### config.mk
export PLATFORM = sky130hd
export DESIGN_NAME = irq_subsys_top
export DESIGN_NICKNAME = d
export VERILOG_FILES = /design/src/irq_pkg.sv /design/src/irq_controller.sv /design/src/irq_csr.sv /design/src/irq_subsys_top.sv /design/src/irq_timer.sv /design/src/irq_trap_sequencer.sv
export VERILOG_INCLUDE_DIRS = /design/src
export SDC_FILE = /design/constraint.sdc
export NUM_CORES = 1
export LEC_CHECK = 0
export ABC_AREA = 1
export BUFFER_PORTS_ARGS = -buffer_cell sky130_fd_sc_hd__buf_2
export CORE_AREA = 3 3 107 109
export CTS_BUF_LIST = sky130_fd_sc_hd__clkbuf_4
export DETAILED_ROUTE_END_ITERATION = 7
export DIE_AREA = 0 0 110 112
export PLACE_DENSITY = 0.78
export SLEW_MARGIN = 40
export SYNTH_ARGS = -nofsm -noshare
export SYNTH_HDL_FRONTEND = slang
export SYNTH_SLANG_ARGS = --single-unit
### constraint.sdc
create_clock -name clk -period 4.1 [get_ports clk]
set_input_delay 0.82 -clock clk [delete_from_list [all_inputs] [get_ports clk]]
set_output_delay 0.82 -clock clk [all_outputs]
set_load 0.05 [all_outputs]
### src/irq_defines.svh
/*
 * Interrupt subsystem widths, implemented interrupt mask
 * and the standard machine-mode interrupt bit positions
 */

`ifndef IRQ_DEFINES_SVH
`define IRQ_DEFINES_SVH

// Vector and id widths
`define IRQ_NUM_W   32                    // One bit per interrupt line
`define IRQ_ID_W    5                     // Enough to name any of the 32 lines
`define IRQ_TIME_W  32                    // mtime / mtimecmp width

////////////////////////////////////////
// Implemented interrupts
// Custom lines 31..16 plus MEI, MTI, MSI
// Everything else reads as zero
////////////////////////////////////////
`define IRQ_MASK    32'hFFFF_0888

// Standard machine-mode bit positions
`define IRQ_MEI_BIT 11                    // Machine external
`define IRQ_MSI_BIT 3                     // Machine software
`define IRQ_MTI_BIT 7                     // Machine timer

`endif

### src/irq_pkg.sv
/*
 * Shared types of the interrupt subsystem:
 * vector, id and time typedefs, CSR address and FSM enums,
 * CSR write command and interrupt request structs
 */

`include "irq_defines.svh"

package irq_pkg;

  // Plain vectors with a meaning
  typedef logic [`IRQ_NUM_W-1:0]  irq_vec_t;   // One bit per interrupt line
  typedef logic [`IRQ_ID_W-1:0]   irq_id_t;    // Interrupt number
  typedef logic [`IRQ_TIME_W-1:0] irq_time_t;  // Timer value

  // CSRs reachable through the write strobe
  typedef enum logic [1:0] {
    CSR_MSTATUS  = 2'd0,                       // Only MIE is writable
    CSR_MIE      = 2'd1,                       // Local enables
    CSR_MTIMECMP = 2'd2                        // Timer compare
  } csr_addr_e;

  // Trap sequencer states
  typedef enum logic [1:0] {
    ST_IDLE    = 2'd0,                         // Waiting for a qualified request
    ST_TAKE    = 2'd1,                         // One-cycle trap entry
    ST_HANDLER = 2'd2,                         // Running the handler
    ST_RETURN  = 2'd3                          // One-cycle mret processing
  } trap_state_e;

  ////////////////////////////////////////
  // Bundles
  ////////////////////////////////////////

  // One CSR write command, we is a single-cycle strobe
  typedef struct packed {
    logic        we;
    csr_addr_e   addr;
    logic [31:0] data;
  } csr_wr_t;

  // Controller to sequencer request
  typedef struct packed {
    logic    req;                              // Qualified interrupt pending
    irq_id_t id;                               // Winning interrupt
  } irq_req_t;

endpackage

### src/irq_controller.sv
/*
 * Interrupt controller: registers and masks the lines,
 * publishes mip, qualifies with mie and global MIE,
 * fixed priority encoder and unregistered wake-up level
 */

`timescale 1ns/1ps

`include "irq_defines.svh"

module irq_controller (
  input  logic               clk,
  input  logic               rst_n,

  // Interrupt sources
  input  irq_pkg::irq_vec_t  irq_i,       // External level interrupts
  input  logic               mti_i,       // Timer level, replaces line 7

  // From the CSR block
  input  irq_pkg::irq_vec_t  mie_i,       // Local enables
  input  logic               m_ie_i,      // Global machine enable

  // To the trap sequencer / CSR view
  output irq_pkg::irq_req_t  irq_req_o,
  output irq_pkg::irq_vec_t  mip_o,
  output logic               wakeup_o
);

  irq_pkg::irq_vec_t irq_lines;           // Lines with the timer merged in
  irq_pkg::irq_vec_t irq_q;               // Registered pending vector
  irq_pkg::irq_vec_t irq_qual;            // Pending and locally enabled
  irq_pkg::irq_id_t  irq_id;              // Encoder result

  ////////////////////////////////////////
  // Line merge and pending register
  ////////////////////////////////////////

  // Timer owns bit 7, the external line there is dropped
  always_comb begin
    irq_lines                 = irq_i;
    irq_lines[`IRQ_MTI_BIT]   = mti_i;
  end

  always_ff @(posedge clk or negedge rst_n) begin
    if (!rst_n) begin
      irq_q <= '0;
    end else begin
      irq_q <= irq_lines & `IRQ_MASK;     // Unimplemented bits never set
    end
  end

  assign mip_o    = irq_q;                // mip is the pending register itself
  assign irq_qual = irq_q & mie_i;

  // No clock needed to see a wake-up, so use the raw lines
  assign wakeup_o = |(irq_lines & `IRQ_MASK & mie_i);

  ////////////////////////////////////////
  // Priority encoder
  ////////////////////////////////////////

  // Later assignments win, so lowest priority comes first
  always_comb begin
    irq_id = '0;                                            // Default, value unused
    if (irq_qual[`IRQ_MTI_BIT]) begin
      irq_id = irq_pkg::irq_id_t'(`IRQ_MTI_BIT);            // MTI lowest
    end
    if (irq_qual[`IRQ_MSI_BIT]) begin
      irq_id = irq_pkg::irq_id_t'(`IRQ_MSI_BIT);            // MSI over MTI
    end
    if (irq_qual[`IRQ_MEI_BIT]) begin
      irq_id = irq_pkg::irq_id_t'(`IRQ_MEI_BIT);            // MEI over MSI
    end
    // Custom lines beat the standard ones, 31 is highest
    for (int i = 16; i < `IRQ_NUM_W; i++) begin
      if (irq_qual[i]) begin
        irq_id = irq_pkg::irq_id_t'(i);
      end
    end
  end

  // Request needs a local enable and the global enable
  assign irq_req_o.req = (|irq_qual) && m_ie_i;
  assign irq_req_o.id  = irq_id;

endmodule

### src/irq_csr.sv
/*
 * Machine CSR state: mie, mstatus MIE/MPIE, mcause
 * Decodes the CSR write strobe and forwards timer compare writes
 */

`timescale 1ns/1ps

`include "irq_defines.svh"

module irq_csr (
  input  logic                clk,
  input  logic                rst_n,

  input  irq_pkg::csr_wr_t    csr_wr_i,   // Software write command
  input  logic                take_i,     // Trap entry pulse
  input  logic                ret_i,      // Trap return pulse
  input  irq_pkg::irq_id_t    cause_i,    // Id of the trap being taken

  output irq_pkg::irq_vec_t   mie_o,
  output logic                m_ie_o,
  output irq_pkg::irq_id_t    mcause_o,
  output logic                cmp_we_o,   // To the timer
  output irq_pkg::irq_time_t  cmp_data_o
);

  irq_pkg::irq_vec_t mie_q;
  logic              m_ie_q;              // mstatus.MIE
  logic              m_pie_q;             // mstatus.MPIE
  irq_pkg::irq_id_t  mcause_q;
  logic              wr_mstatus;
  logic              wr_mie;

  ////////////////////////////////////////
  // Address decode
  ////////////////////////////////////////

  assign wr_mstatus = csr_wr_i.we && (csr_wr_i.addr == irq_pkg::CSR_MSTATUS);
  assign wr_mie     = csr_wr_i.we && (csr_wr_i.addr == irq_pkg::CSR_MIE);
  assign cmp_we_o   = csr_wr_i.we && (csr_wr_i.addr == irq_pkg::CSR_MTIMECMP);
  assign cmp_data_o = csr_wr_i.data;      // Timer owns the compare register

  // Local enables, only implemented bits stick
  always_ff @(posedge clk or negedge rst_n) begin
    if (!rst_n) begin
      mie_q <= '0;
    end else if (wr_mie) begin
      mie_q <= csr_wr_i.data & `IRQ_MASK;
    end
  end

  ////////////////////////////////////////
  // mstatus and mcause
  ////////////////////////////////////////

  // Trap entry and return win over a software mstatus write
  always_ff @(posedge clk or negedge rst_n) begin
    if (!rst_n) begin
      m_ie_q   <= 1'b0;
      m_pie_q  <= 1'b0;
      mcause_q <= '0;
    end else if (take_i) begin
      m_pie_q  <= m_ie_q;                 // Save, then mask further traps
      m_ie_q   <= 1'b0;
      mcause_q <= cause_i;
    end else if (ret_i) begin
      m_ie_q   <= m_pie_q;                // Restore previous enable
      m_pie_q  <= 1'b1;
    end else if (wr_mstatus) begin
      m_ie_q   <= csr_wr_i.data[3];       // MIE sits at bit 3
    end
  end

  assign mie_o    = mie_q;
  assign m_ie_o   = m_ie_q;
  assign mcause_o = mcause_q;

endmodule

### src/irq_subsys_top.sv
/*
 * Interrupt subsystem top level
 * Connects controller, CSR block, timer and trap sequencer
 */

`timescale 1ns/1ps

module irq_subsys_top (
  input  logic               clk,
  input  logic               rst_n,

  input  irq_pkg::irq_vec_t  irq_i,        // External level interrupts
  input  irq_pkg::csr_wr_t   csr_wr_i,     // CSR write command
  input  logic               mret_i,       // Return from handler

  output logic               trap_o,
  output irq_pkg::irq_id_t   trap_cause_o,
  output logic               in_handler_o,
  output irq_pkg::irq_vec_t  mip_o,
  output irq_pkg::irq_id_t   mcause_o,
  output logic               wakeup_o
);

  irq_pkg::irq_req_t  irq_req;             // Controller to sequencer
  irq_pkg::irq_vec_t  mie;
  logic               m_ie;
  logic               take;
  logic               ret;
  logic               cmp_we;              // CSR to timer
  irq_pkg::irq_time_t cmp_data;
  logic               mti;

  ////////////////////////////////////////
  // Blocks
  ////////////////////////////////////////

  irq_controller ctrl0 (
    .clk, .rst_n, .irq_i, .mti_i(mti), .mie_i(mie), .m_ie_i(m_ie),
    .irq_req_o(irq_req), .mip_o, .wakeup_o
  );

  irq_csr csr0 (
    .clk, .rst_n, .csr_wr_i, .take_i(take), .ret_i(ret), .cause_i(trap_cause_o),
    .mie_o(mie), .m_ie_o(m_ie), .mcause_o, .cmp_we_o(cmp_we), .cmp_data_o(cmp_data)
  );

  irq_timer timer0 (
    .clk, .rst_n, .cmp_we_i(cmp_we), .cmp_data_i(cmp_data), .mti_o(mti)
  );

  // Sequencer cause feeds mcause on the take pulse
  irq_trap_sequencer seq0 (
    .clk, .rst_n, .irq_req_i(irq_req), .mret_i,
    .take_o(take), .ret_o(ret), .trap_o, .trap_cause_o, .in_handler_o
  );

endmodule

### src/irq_timer.sv
/*
 * Machine timer: free-running mtime, mtimecmp register
 * and the registered timer interrupt level
 */

`timescale 1ns/1ps

module irq_timer (
  input  logic                clk,
  input  logic                rst_n,

  input  logic                cmp_we_i,   // Compare write strobe
  input  irq_pkg::irq_time_t  cmp_data_i, // New compare value

  output logic                mti_o       // Timer interrupt level
);

  irq_pkg::irq_time_t mtime_q;
  irq_pkg::irq_time_t mtimecmp_q;
  logic               mti_q;

  ////////////////////////////////////////
  // Counter and compare
  ////////////////////////////////////////

  // Counts every cycle from zero, wraps silently
  always_ff @(posedge clk or negedge rst_n) begin
    if (!rst_n) begin
      mtime_q <= '0;
    end else begin
      mtime_q <= mtime_q + 1'b1;
    end
  end

  // All ones keeps the timer quiet out of reset
  always_ff @(posedge clk or negedge rst_n) begin
    if (!rst_n) begin
      mtimecmp_q <= '1;
    end else if (cmp_we_i) begin
      mtimecmp_q <= cmp_data_i;
    end
  end

  // Level, stays up until compare moves past mtime
  always_ff @(posedge clk or negedge rst_n) begin
    if (!rst_n) begin
      mti_q <= 1'b0;
    end else begin
      mti_q <= (mtime_q >= mtimecmp_q);
    end
  end

  assign mti_o = mti_q;

endmodule

### src/irq_trap_sequencer.sv
/*
 * Trap sequencer FSM: takes a qualified request,
 * pulses the trap for one cycle, holds the handler state
 * and processes the return strobe
 */

`timescale 1ns/1ps

module irq_trap_sequencer (
  input  logic               clk,
  input  logic               rst_n,

  input  irq_pkg::irq_req_t  irq_req_i,   // From the controller
  input  logic               mret_i,      // Handler done

  output logic               take_o,      // To CSR, trap entry
  output logic               ret_o,       // To CSR, trap return
  output logic               trap_o,      // One-cycle trap pulse
  output irq_pkg::irq_id_t   trap_cause_o,
  output logic               in_handler_o
);

  irq_pkg::trap_state_e state_q;
  irq_pkg::trap_state_e state_d;
  irq_pkg::irq_id_t     cause_q;          // Id latched on entry

  ////////////////////////////////////////
  // Next state
  ////////////////////////////////////////

  always_comb begin
    state_d = state_q;
    unique case (state_q)
      irq_pkg::ST_IDLE: begin
        if (irq_req_i.req) begin
          state_d = irq_pkg::ST_TAKE;     // Request only looked at here
        end
      end
      irq_pkg::ST_TAKE: begin
        state_d = irq_pkg::ST_HANDLER;    // Always one cycle
      end
      irq_pkg::ST_HANDLER: begin
        if (mret_i) begin
          state_d = irq_pkg::ST_RETURN;
        end
      end
      irq_pkg::ST_RETURN: begin
        state_d = irq_pkg::ST_IDLE;       // MIE restored on this edge
      end
      default: begin
        state_d = irq_pkg::ST_IDLE;
      end
    endcase
  end

  ////////////////////////////////////////
  // State and cause registers
  ////////////////////////////////////////

  always_ff @(posedge clk or negedge rst_n) begin
    if (!rst_n) begin
      state_q <= irq_pkg::ST_IDLE;
    end else begin
      state_q <= state_d;
    end
  end

  // Cause held for the whole trap, later requests cannot disturb it
  always_ff @(posedge clk or negedge rst_n) begin
    if (!rst_n) begin
      cause_q <= '0;
    end else if ((state_q == irq_pkg::ST_IDLE) && irq_req_i.req) begin
      cause_q <= irq_req_i.id;
    end
  end

  // Outputs are pure state decodes
  assign trap_o       = (state_q == irq_pkg::ST_TAKE);
  assign take_o       = (state_q == irq_pkg::ST_TAKE);     // Same cycle as trap
  assign ret_o        = (state_q == irq_pkg::ST_RETURN);
  assign in_handler_o = (state_q == irq_pkg::ST_HANDLER);
  assign trap_cause_o = cause_q;

endmodule

==> results of run 1 <==
## flip-flops by register name (all words and copies together), names as in the netlist
register / flops
seq0.state_q: 2
timer0.mti_o: 1
timer0.mtime_q: 32
csr0.mie_o: 19
timer0.mtimecmp_q: 32
seq0.trap_cause_o: 5
csr0.m_ie_o: 1
ctrl0.mip_o: 19
csr0.m_pie_q: 1
csr0.mcause_o: 5
## layout by cell type, fill, tap and decap left out, types with 4 or more instances in the layout
cell / n
conb_1: 13
clkbuf_4: 17
o21ai_0: 46
xnor2_1: 10
nand2_1: 155
nand4_1: 12
dfstp_2: 32
a21oi_1: 37
buf_2: 86
clkinvlp_4: 7
nor2_1: 31
ha_1: 38
clkinv_1: 4
xor2_1: 19
nor3_1: 9
inv_1: 82
dfrtp_1: 85
nand3_1: 16
## metal layers
metal / vias up / global-route usage, %
met2: 124 / 33.1
met4: 0 / 8.48
met1: 2083 / 25.6
li1: 2212 / -
met5: - / 0
met3: 28 / 6.43
## cell families after synthesis
family / Yosys count / synth area share, %
AND/OR/NAND/NOR: 245 / 19.4
flip-flops: 117 / 51.4
buffers and inverters: 107 / 7.80
AO/OA/AOI/OAI: 93 / 8.53
adder cells (fa/ha/maj): 38 / 8.23
XOR/XNOR: 29 / 4.40
other: 1 / 0.0649
multiplexers: 1 / 0.195
## path summary, 6_finish.rpt
| check | startpoint | end | slack [ns] | cells after the start |
|---|---|---|---|---|
| max reg2reg | timer0.mtime_q[1]$_DFF_PN0_ | timer0.mtime_q[28]$_DFF_PN0_ | 1.99 | 12 |
| min in group clk | timer0.mti_o$_DFF_PN0_ | ctrl0.mip_o[7]$_DFF_PN0_ | 0.40 | 0 |
| min reg2reg | timer0.mti_o$_DFF_PN0_ | ctrl0.mip_o[7]$_DFF_PN0_ | 0.40 | 0 |
| max | csr0.mie_o[27]$_DFFE_PN0P_ | wakeup_o | 1.52 | 5 |
| min | rst_n | timer0.mtime_q[1]$_DFF_PN0_ | 0.28 | 1 |
| max in group asynchronous | rst_n | ctrl0.mip_o[28]$_DFF_PN0_ | 3.01 | 2 |
## critical path: stages (launching register included)
cell and delay (ns):
dfrtp_1 0.41, nand2_1 0.09, nand4_1 0.10, nor4_1 0.30, nand4_1 0.11, buf_2 0.23
## stage by stage
| step | total power, mW | cell area, um^2 | hold slack (ns) | util [%] |
|---|---|---|---|---|
| 2_1_floorplan | 2.10 | 5820 | 0.354 | - |
| 3_3_place_gp | 2.29 | 6320 | 0.367 | 59.1 |
| 3_5_place_dp | 2.34 | 6340 | 0.376 | 59.2 |
| 4_1_cts | 3.20 | 6630 | 0.264 | 62.0 |
| 5_1_grt | 3.36 | 6630 | 0.299 | 62.0 |
| 6_report | 3.17 | 6630 | 0.282 | 62.0 |
## power by group through the flow
stage | sequential (mW) | clock, mW | combinational [mW]
3_5_place_dp | 1.47 | 0 | 0.864
6_report | 1.45 | 0.859 | 0.862
4_1_cts | 1.45 | 0.877 | 0.868
2_1_floorplan | 1.65 | 0 | 0.450
5_1_grt | 1.47 | 0.921 | 0.965
3_3_place_gp | 1.46 | 0 | 0.824
## final cells by class
class	count	share of cell area, %
Timing Repair Buffer	89	6.89
Multi-Input combinational cell	419	36.5
Inverter	84	4.76
Clock buffer	17	1.93
Tap cell	140	2.64
Clock inverter	15	2.47
Sequential cell	117	44.8
==> results by group, run 1 <==
Outcome
  – Result of the run: finished clean

Die
  – Effective utilization at floorplan: between 50% and 60%
  – Site row count: 38
  – Overall die width: 110 um
  – Ports placed on the boundary: about 120
  – Die Outline Area: around 12000 um^2
  – Die H: approximately 110 um
  – Core area: about 11000 um^2

Route
  – Final wirelength: 12.0 mm
  – Via density: between 5 and 6
  – Total met2 wirelength after detailed routing: ~5.7 mm
  – Vias post-DR: between 4000 and 5000
  – Number of remaining DRC errors: 0
  – Count of antenna-violating nets left after detailed routing: 0
  – Routed metal-1 wire length: 5.30 mm
  – Routed length on met3: roughly 730 um
  – Total iterations of the first detailed-routing run: 5
  – Top layer used by detailed routing: met4
  – DR iter-0 viols: between 200 and 250
  – Final routed wire length divided by cell count: 13.6 um

Finish
  – Layout filler cell count: a little under 900
  – Layout cell share with drive strength beyond 1: 22.9%
  – Flip-flop and latch area: roughly 3000 um^2
  – Final standard cell count with taps included and fillers excluded: between 800 and 900
  – P&R area growth vs syn: 14.7%
  – N_diodes: 0
  – Number of nets in the layout: ~840
  – Area occupied by multi-input gates: 2420 um^2

Power
  – Leakage power of the design: about 3.5 nW
  – Net switching fraction of the power: a little under two fifths
  – Relative contribution of combinational cells to total power: about 27%
  – Sequential share of power: between 40 and 50%
  – Clock group share of total power: a little over a quarter
  – Max rail drop VDD: roughly 0.36 mV
  – Power per standard cell area: 479 nW/um^2
  – Psw: 1.17 mW
  – Power Internal: between 2 and 2.5 mW

Placement
  – Post-detail-place hpwl: just over 9 mm
  – RePlAce Congestion: 0.975
  – Pre-CTS worst setup slack: between 1.5 and 2 ns
  – Count of input and output buffers: 87
  – Placed insts: around 850

STA
  – Final count of hold timing violations: 0
  – Highest clock frequency the design can meet: around 390 MHz
  – # setup viols final: 0
  – Worst clock skew: between 0.015 and 0.02 ns
  – Slew margin rel.: between 50% and 60%
  – Fin crit period: ~2.6 ns
  – Total negative slack: 0 ns
  – Fin worst setup slack: ~1.5 ns
  – Share of the clock period used by the worst path: 63.0%
  – Transition time at the pin with the least slew margin: 0.650 ns
  – Unrepaired setup endpoints after global routing: no
  – Max Transition Viols Final: 0

CTS
  – CTS tree: built
  – CTS sink cnt: roughly 120
  – Number of buffers added for setup after CTS: 0
  – # resized after CTS: 0
  – Library cell used as clock root buffer: clkbuf_4
  – Total number of H-tree levels: 4
  – Latest clock arrival within the worst-skew pair: about 0.53 ns
  – Total clock buffers created by CTS: 17
  – Maximum root-to-sink buffer count: 2
  – Clock slew at reported path FFs: between 0.1 and 0.15 ns
  – CTS Hold Buffers Added: 0

Hold path
  – Type of the most critical hold path: in -> async

Synth
  – Count of yosys warnings during synthesis: 0
  – Most area-hungry cell type in the Yosys netlist: dfrtp_1
  – Cell types occupying the most area after synthesis: dfrtp_1, dfstp_2, nand2_1
  – Async set-or-reset flop fraction in the synthesized netlist: 100%
  – Most used flip-flop cell after synthesis: dfrtp_1
  – Synth Cell Area: 5780 um^2
  – Register bit total from synthesis: 117
  – Average cell area after synthesis: approximately 9.2 um^2
  – Number of enable flip-flop cells after synthesis: 0
  – Cell with the most instances after synthesis: nand2_1
  – Synth cell count leaders: nand2_1, dfrtp_1, inv_1
  – Part of the Yosys area used for sequential elements: between 50 and 60%
  – Area fraction of the dominant cell type after synthesis: 36.8%
  – Distinct cell type count after synthesis: 42
  – Cells after Synth: 631

Global route
  – Wire length of the first global-routing pass: 19.8 mm
  – Via count of the first global-routing pass: around 4400
  – Largest net degree at the start of global routing: 74
  – Global route total overflow: 0
  – Number of antenna violations at the first check in global routing: 0
  – Tot GR Track Use: between 20 and 25%

Worst setup path
  – Element type at the critical path start: register
  – Crit path required time: ~3.3 ns
  – Worst Path Arrival: 1.76 ns
  – Type of the worst setup path: reg -> out
  – Worst-path maximum fanout: 3
  – Setup crit end kind: primary output

Run
  – Maximum capacitance violations: 0
Power figures use the tool's default switching activity.
==> run 2: changes to the inputs <==
--- a/config.mk
+++ b/config.mk
@@ -6,12 +6,12 @@
 export SDC_FILE = /design/constraint.sdc
 export NUM_CORES = 1
 export LEC_CHECK = 0
-export ABC_AREA = 1
+export ABC_AREA = 0
 export BUFFER_PORTS_ARGS = -buffer_cell sky130_fd_sc_hd__buf_2
-export CORE_AREA = 3 3 107 109
+export CORE_AREA = 3 3 110 112
 export CTS_BUF_LIST = sky130_fd_sc_hd__clkbuf_4
 export DETAILED_ROUTE_END_ITERATION = 7
-export DIE_AREA = 0 0 110 112
+export DIE_AREA = 0 0 113 115
 export PLACE_DENSITY = 0.78
 export SLEW_MARGIN = 40
 export SYNTH_ARGS = -nofsm -noshare
==> constraint.sdc (replaced) <==
create_clock -name clk -period 2.35 [get_ports clk]
set_input_delay 0.47 -clock clk [delete_from_list [all_inputs] [get_ports clk]]
set_output_delay 0.47 -clock clk [all_outputs]
set_load 0.05 [all_outputs]
==> run 2 against run 1 <==
  * Sequential power increased by 81%
  * Worst setup slack got worse by 1.4 ns
  * Global-route usage decreased by 1.4 points
  * Combinational power increased by 87%
  * Clock-buffer cell count unchanged
  * Critical path depth increased by 1
  * Register-to-register slack got worse by 1.7 ns
  * Synthesized cell count decreased by 23%
  * Flip-flop and latch count unchanged
  * Via count decreased by 8.6%
==> results by group, run 2 <==
Placement
  – Count of input and output buffers: 87 (unchanged)
  – RePlAce Congestion: 0.953 (-2.2%)
  – Post-detail-place hpwl: 9.10 mm (-1.4%)
  – Placed insts: 711 (-16%)

Synth
  – Synth cell count leaders: dfrtp_1, mux2_2, ha_1, inv_1, nand2_1
  – Most area-hungry cell type in the Yosys netlist: dfrtp_1
  – Async set-or-reset flop fraction in the synthesized netlist: 100% (unchanged)
  – Post-synthesis mux area share: 11.5% (+11 points)
  – Most used flip-flop cell after synthesis: dfrtp_1
  – Distinct cell type count after synthesis: 56 (+33%)
  – Synth Cell Area: 5780 um^2 (about the same)
  – Share of synthesized cell area in and, or, nand and nor gates: 10.6% (-8.8 points)
  – Register bit total from synthesis: 117 (unchanged)
  – XOR/XNOR Fraction of Synth Area: 4.55% (+0.15 points)
  – Synth Area in Compound Gates: 9.03% (+0.50 points)
  – Number of enable flip-flop cells after synthesis: 0 (unchanged)
  – Area fraction of the dominant cell type after synthesis: 36.8% (about the same)
  – Arithmetic-cell share of the synthesized area counting full adders, half adders and majority gates: 8.23% (about the same)
  – Part of the Yosys area used for sequential elements: 51.4% (about the same)
  – Average cell area after synthesis: 12.0 um^2 (+31%)
  – Count of yosys warnings during synthesis: 0 (unchanged)
  – Cell with the most instances after synthesis: dfrtp_1
  – Dominant combinational cell family by area after synthesis: multiplexers
  – Cell types occupying the most area after synthesis: dfrtp_1, dfstp_2, mux2_2
  – Cells after Synth: 483 (-23%)

STA
  – Total negative slack: 0 ns (unchanged)
  – Transition time at the pin with the least slew margin: 0.630 ns (-0.0207 ns)
  – Max Transition Viols Final: 0 (unchanged)
  – Share of the clock period used by the worst path: 94.8%
  – Final count of hold timing violations: 0 (unchanged)
  – Fin crit period: 2.23 ns
  – # setup viols final: 0 (unchanged)
  – Slew margin rel.: 56.9% (+0.29 points)
  – Highest clock frequency the design can meet: about 450 MHz
  – Unrepaired setup endpoints after global routing: yes
  – Worst clock skew: 0.0142 ns (-0.00236 ns)

Die
  – Core area: 11300 um^2 (+5.8%)
  – Effective utilization at floorplan: 51.0% (-3.0 points)
  – Die H: 115 um (+2.7%)
  – Site row count: 39 (+2.6%)
  – Die Outline Area: 13000 um^2 (+5.5%)
  – Overall die width: 113 um (+2.7%)
  – Ports placed on the boundary: 115 (unchanged)

CTS
  – CTS tree: built
  – Library cell used as clock root buffer: clkbuf_4
  – Total number of H-tree levels: 4 (unchanged)
  – Total clock buffers created by CTS: 17 (unchanged)
  – CTS sink cnt: 117 (unchanged)
  – Maximum root-to-sink buffer count: 2 (unchanged)
  – Clock slew at reported path FFs: 0.10 ns (about the same)
  – Latest clock arrival within the worst-skew pair: 0.50 ns (-0.03 ns)

Worst setup path
  – Worst Path Arrival: 1.76 ns (about the same)
  – Setup crit end kind: primary output
  – Crit path required time: 1.88 ns (-1.40 ns)
  – Largest incremental delay on the critical path: 0.43 ns (+0.02 ns)
  – Reg-to-reg startpoint: timer0.mtimecmp_q[0]$_DFFE_PN1P_
  – Type of the worst setup path: reg -> out
  – R2R depth: 6 (-6)
  – Worst-path maximum fanout: 2 (-1)
  – Cells along the critical path: a22o_1, a221oi_2, nand3_1, nor2_1, nand2_1, buf_6
  – Critical-path cell with the highest stage delay: dfrtp_2
  – Setup slack of the worst register-to-register path: 0.26 ns (-1.73 ns)
  – Critical R2R Capture: timer0.mti_o$_DFF_PN0_
  – Element type at the critical path start: register

Route
  – Count of antenna-violating nets left after detailed routing: 0 (unchanged)
  – Final wirelength: 11.9 mm (-0.99%)
  – Total iterations of the first detailed-routing run: 4 (-1)
  – Via density: 5.46 (+8.2%)
  – Vias post-DR: 4063 (-8.6%)
  – Final routed wire length divided by cell count: 16.0 um (+17%)
  – DR iter-0 viols: 212 (-14%)
  – Number of remaining DRC errors: 0 (unchanged)

Power
  – Max rail drop VDD: 0.641 mV (+80%)
  – Leakage power of the design: 3.22 nW (-8.5%)
  – Power per standard cell area: 820 nW/um^2 (+71%)

Finish
  – P&R area growth vs syn: 14.6%
  – Number of nets in the layout: 697 (-17%)
  – Largest regs: timer0.mtime_q (32), timer0.mtimecmp_q (32)
  – Most frequent cells in the layout: buf_2, dfrtp_1, mux2_2
  – Final standard cell count with taps included and fillers excluded: 744 (-16%)
  – Commonest non-fill, non-tap cell in the layout: buf_2
  – Layout cell share with drive strength beyond 1: 37.2% (+14 points)
  – Core utilization of the finished layout: 58.5% (-3.5 points)

Global route
  – Largest net degree at the start of global routing: 118 (+59%)
  – Via count of the first global-routing pass: 4183 (-5.4%)
  – Number of antenna violations at the first check in global routing: 1 (+1)
  – Tot GR Track Use: 19.2% (-1.4 points)
  – Global route total overflow: 0 (unchanged)
  – Wire length of the first global-routing pass: 19.7 mm (-0.25%)

Run
  – Maximum capacitance violations: 0 (unchanged)

Hold path
  – Type of the most critical hold path: in -> async

Outcome
  – Result of the run: finished clean
## run 2: cell count changes in the layout (fill, tap and decap cells not counted), moves of 5 or more
cell,delta
nand2_1,-121
mux2_2,+56
inv_1,-44
o21ai_0,-36
a21oi_1,-30
a22oi_1,+14
xnor2_1,+9
nor2_1,-8
xor2_1,-8
buf_4,+5
## run 2: final cells by class
cell class	instances	area (um^2)
tap	143	179
inverter	38	143
fill	897	4700
multi-input combinational	321	2590
clock inverter	13	93.8
sequential	117	2970
clock buffer	17	128
timing repair buffer	94	509
antenna	1	2.50
## run 2: metal layers
metal  GRT usage, %  up-vias  part of all wire (%)
li1               -     1917                     -
met1           23.0     1983                    41
met2           32.9      132                    51
met3           4.68       31                   5.8
met4           8.49        0                   2.2
met5              0        -                     0
## run 2: where the power goes
part	switching (mW)	internal, mW	total (mW)
registers	0.231	2.39	2.63
clock network	0.708	0.487	1.19
logic	1.01	0.601	1.61
total	1.95	3.48	5.43
## run 2: critical path: cells and delay by family, from the launching register on
kind	cells	cell delay (ns)
compound gates	2	0.40
buf+inv	1	0.17
simple gates	3	0.26
flops	1	0.43
## run 2: logic make-up (layout without fill, tap and decap cells)
| logic type | Yosys count | in the layout |
|---|---|---|
| compound gates | 67 | 67 |
| flops | 117 | 117 |
| mux | 59 | 59 |
| fa+ha+maj | 38 | 38 |
| buf+inv | 57 | 162 |
| xor+xnor | 30 | 30 |
| simple gates | 114 | 114 |
| other cells | 1 | 14 |
## run 2: worst max-delay path by stage
stage	from	end	slack, ns	cells past startpoint
5_1_grt	csr0.mie_o[17]$_DFFE_PN0P_	wakeup_o	-0.01	6
3_3_place_gp	timer0.mtimecmp_q[0]$_DFFE_PN1P_	timer0.mti_o$_DFF_PN0_	0.26	6
6_report	csr0.mie_o[17]$_DFFE_PN0P_	wakeup_o	0.12	6
4_1_cts	csr0.mie_o[17]$_DFFE_PN0P_	wakeup_o	0.06	6
2_1_floorplan	ctrl0.mip_o[25]$_DFF_PN0_	seq0.trap_cause_o[2]$_DFFE_PN0P_	0.40	4
3_5_place_dp	timer0.mtimecmp_q[0]$_DFFE_PN1P_	timer0.mti_o$_DFF_PN0_	0.26	6
## run 2: what timing repair did
action                     4_1_cts  5_1_grt
gates resized for setup          4        0
buffers inserted                 2        0
pin swaps                        0        1
setup endpoints to repair        1        1
hold endpoints to repair         0        0
hold buffers                     0        0
## run 2: through the flow
stage	hold WS, ns	worst slack, ns	area, um^2	total power, mW
2_1_floorplan	0.174	0.397	5820	3.82
3_3_place_gp	0.384	0.265	6370	4.18
3_5_place_dp	0.384	0.256	6370	4.26
4_1_cts	0.0367	0.0562	6620	5.47
5_1_grt	0.0362	-0.0139	6620	5.74
6_report	0.0474	0.123	6620	5.43
==> run 3: changes to the inputs <==
--- a/config.mk
+++ b/config.mk
@@ -8,11 +8,12 @@
 export LEC_CHECK = 0
 export ABC_AREA = 0
 export BUFFER_PORTS_ARGS = -buffer_cell sky130_fd_sc_hd__buf_2
-export CORE_AREA = 3 3 110 112
+export CORE_AREA = 3 3 107 109
 export CTS_BUF_LIST = sky130_fd_sc_hd__clkbuf_4
 export DETAILED_ROUTE_END_ITERATION = 7
-export DIE_AREA = 0 0 113 115
-export PLACE_DENSITY = 0.78
+export DIE_AREA = 0 0 110 112
+export GPL_TIMING_DRIVEN = 1
+export PLACE_DENSITY = 0.77
 export SLEW_MARGIN = 40
 export SYNTH_ARGS = -nofsm -noshare
 export SYNTH_HDL_FRONTEND = slang
==> constraint.sdc (replaced) <==
create_clock -name clk -period 2.6 [get_ports clk]
set_input_delay 0.52 -clock clk [delete_from_list [all_inputs] [get_ports clk]]
set_output_delay 0.52 -clock clk [all_outputs]
set_load 0.05 [all_outputs]
==> run 3 against run 2 <==
  * The run now ends with DRC left
  * Worst hold slack improved by 0.099 ns
  * Utilization increased by 3.8 points
  * Global-route usage increased by 1.3 points
  * Combinational power decreased by 11%
==> results by group, run 3 (synthesis gave the netlist of run 2 again) <==
Global route
  – Tot GR Track Use: 20.5% (+1.3 points)
  – Largest net degree at the start of global routing: 51 (-57%)
  – Global route total overflow: 0 (unchanged)
  – Number of antenna violations at the first check in global routing: 0 (-1)
  – Wire length of the first global-routing pass: 19.5 mm (-1.3%)
  – Via count of the first global-routing pass: 3992 (-4.6%)

STA
  – Transition time at the pin with the least slew margin: 0.613 ns (-0.0166 ns)
  – Fin worst setup slack: 0.208 ns (+0.0852 ns)
  – Final count of hold timing violations: 0 (unchanged)
  – Total negative slack: 0 ns (unchanged)
  – Share of the clock period used by the worst path: 92.0%
  – Max Transition Viols Final: 0 (unchanged)
  – Fin crit period: 2.39 ns
  – Highest clock frequency the design can meet: 418 MHz
  – # setup viols final: 0 (unchanged)
  – Unrepaired setup endpoints after global routing: no
  – Worst clock skew: 0.0189 ns (+0.00476 ns)
  – Slew margin rel.: 58.1% (+1.1 points)

Worst setup path
  – Element type at the critical path start: register
  – Largest incremental delay on the critical path: 0.47 ns (+0.04 ns)
  – Worst Path Arrival: 1.87 ns (+0.11 ns)
  – Setup slack of the worst register-to-register path: 0.50 ns (+0.24 ns)
  – Setup crit end kind: primary output
  – Buf/Inv on CP: 1 (unchanged)
  – Crit path required time: 2.08 ns (+0.20 ns)
  – Cells along the critical path: a22o_1, a221oi_2, nand3_1, nor2_1, nand2_1, buf_2
  – Critical-path cell with the highest stage delay: dfrtp_2
  – Type of the worst setup path: reg -> out
  – R2R depth: 7 (+1)
  – Category of cells accounting for the largest share of critical-path delay: flip-flops
  – Worst-path maximum fanout: 6 (+4)
  – Reg-to-reg startpoint: timer0.mtime_q[0]$_DFF_PN0_
  – Critical R2R Capture: timer0.mti_o$_DFF_PN0_
  – Crit path launch: csr0.mie_o[17]$_DFFE_PN0P_

Finish
  – Commonest non-fill, non-tap cell in the layout: buf_2
  – Layout filler cell count: 845 (-5.8%)
  – Area occupied by multi-input gates: 2590 um^2 (unchanged)
  – Largest regs: timer0.mtime_q (32), timer0.mtimecmp_q (32)
  – N_diodes: 0 (-1)
  – Number of nets in the layout: 695 (-0.29%)
  – Layout cell share with drive strength beyond 1: 37.2% (unchanged)
  – Post-route design area: 6660 um^2 (+0.66%)
  – Flip-flop and latch area: 2970 um^2 (unchanged)
  – Final standard cell count with taps included and fillers excluded: 740 (-0.54%)
  – P&R area growth vs syn: 15.4%
  – Most frequent cells in the layout: buf_2, dfrtp_1, mux2_2

Hold path
  – Min-Delay Path Depth: 1
  – Startpoint of the lowest-slack hold path: irq_i[19]
  – Type of the most critical hold path: in -> reg
  – Hold Path End: ctrl0.mip_o[19]$_DFF_PN0_

Placement
  – Count of input and output buffers: 87 (unchanged)
  – Post-detail-place hpwl: 9.22 mm (+1.3%)
  – Pre-CTS worst setup slack: 0.492 ns (+0.236 ns)
  – RePlAce Congestion: 0.876 (-8.1%)
  – Placed insts: 707 (-0.56%)
  – Area after detailed placement: 6350 um^2 (-0.18%)

Die
  – Core area: 10700 um^2 (-5.5%)
  – Ports placed on the boundary: 115 (unchanged)
  – Die H: 112 um (-2.6%)
  – Site row count: 38 (-2.6%)
  – Overall die width: 110 um (-2.7%)
  – Effective utilization at floorplan: 54.0% (+3.0 points)
  – Die Outline Area: 12300 um^2 (-5.2%)

CTS
  – Latest clock arrival within the worst-skew pair: 0.50 ns (about the same)
  – CTS tree: built
  – Maximum root-to-sink buffer count: 2 (unchanged)
  – Clock slew at reported path FFs: 0.10 ns (about the same)
  – Total number of H-tree levels: 4 (unchanged)
  – Total clock buffers created by CTS: 17 (unchanged)
  – CTS sink cnt: 117 (unchanged)
  – Library cell used as clock root buffer: clkbuf_4

Route
  – Count of antenna-violating nets left after detailed routing: 0 (unchanged)
  – Via density: 5.41 (-0.85%)
  – Final wirelength: 11.9 mm (-0.22%)
  – Vias post-DR: 4007 (-1.4%)
  – Number of remaining DRC errors: 4 (+4)
  – DR iter-0 viols: 208 (-1.9%)
  – Total iterations of the first detailed-routing run: 8 (+4)
  – Final routed wire length divided by cell count: 16.1 um (+0.32%)

Power
  – Max rail drop VDD: 0.559 mV (-13%)
  – Leakage power of the design: 3.26 nW (+1.1%)
  – Power per standard cell area: 773 nW/um^2 (-5.7%)
  – Final Power: 5.15 mW (-5.1%)

Outcome
  – Violated checks: DRC
  – Result of the run: complete, but fails checks

Run
  – Maximum capacitance violations: 0 (unchanged)
==> run 3: cell count changes in the layout (fill, tap and decap cells not counted), sizes merged <==
cell and change:
clkbuf +7, diode -1, clkinvlp -4, buf -3
bufinv +2, dlygate4sd3 +1, clkinv -3
==> run 3: timing repair <==
action                                  4_1_cts  5_1_grt
endpoints found under the hold margin        30        0
hold buffers                                  1        0
endpoints found under the setup margin        0        1
setup buffers                                 0        0
gates resized for setup                       0        2
==> run 3: stage by stage <==
stage	utilization (%)	hold WS (ns)
floorplan	-	0.224
global placement	59.4	0.380
detailed placement	59.4	0.382
CTS	62.2	0.0915
global route	62.3	0.0878
finish	62.3	0.146
==> run 3: area by class of cell <==
cell class                      count  share of cell area (%)
Timing Repair Buffer               92                    7.36
Sequential cell                   117                    44.6
Multi-Input combinational cell    321                    38.9
Tap cell                          140                    2.63
Inverter                           38                    2.14
Clock inverter                      8                    1.65
Clock buffer                       24                    2.70
==> run 3: how the worst max path moves through the flow <==
stage	slack, ns	endpoint	cells after the start
global placement	0.50	wakeup_o	7
global route	0.01	wakeup_o	6
CTS	0.08	wakeup_o	6
floorplan	0.65	seq0.trap_cause_o[2]$_DFFE_PN0P_	4
detailed placement	0.49	wakeup_o	7
finish	0.21	wakeup_o	6
==> run 3: metal layers <==
metal | global-route usage (%) | wire length (um)
met1 | 27.8 | 5320
met4 | 7.48 | 222
met2 | 31.6 | 5700
met3 | 5.68 | 636
met5 | 0 | 0
==> run 3: where the power goes <==
part | total, mW | switching, mW | internal [mW]
Sequential | 2.38 | 0.217 | 2.16
Clock | 1.34 | 0.609 | 0.730
Combinational | 1.43 | 0.897 | 0.533
Total | 5.15 | 1.72 | 3.43
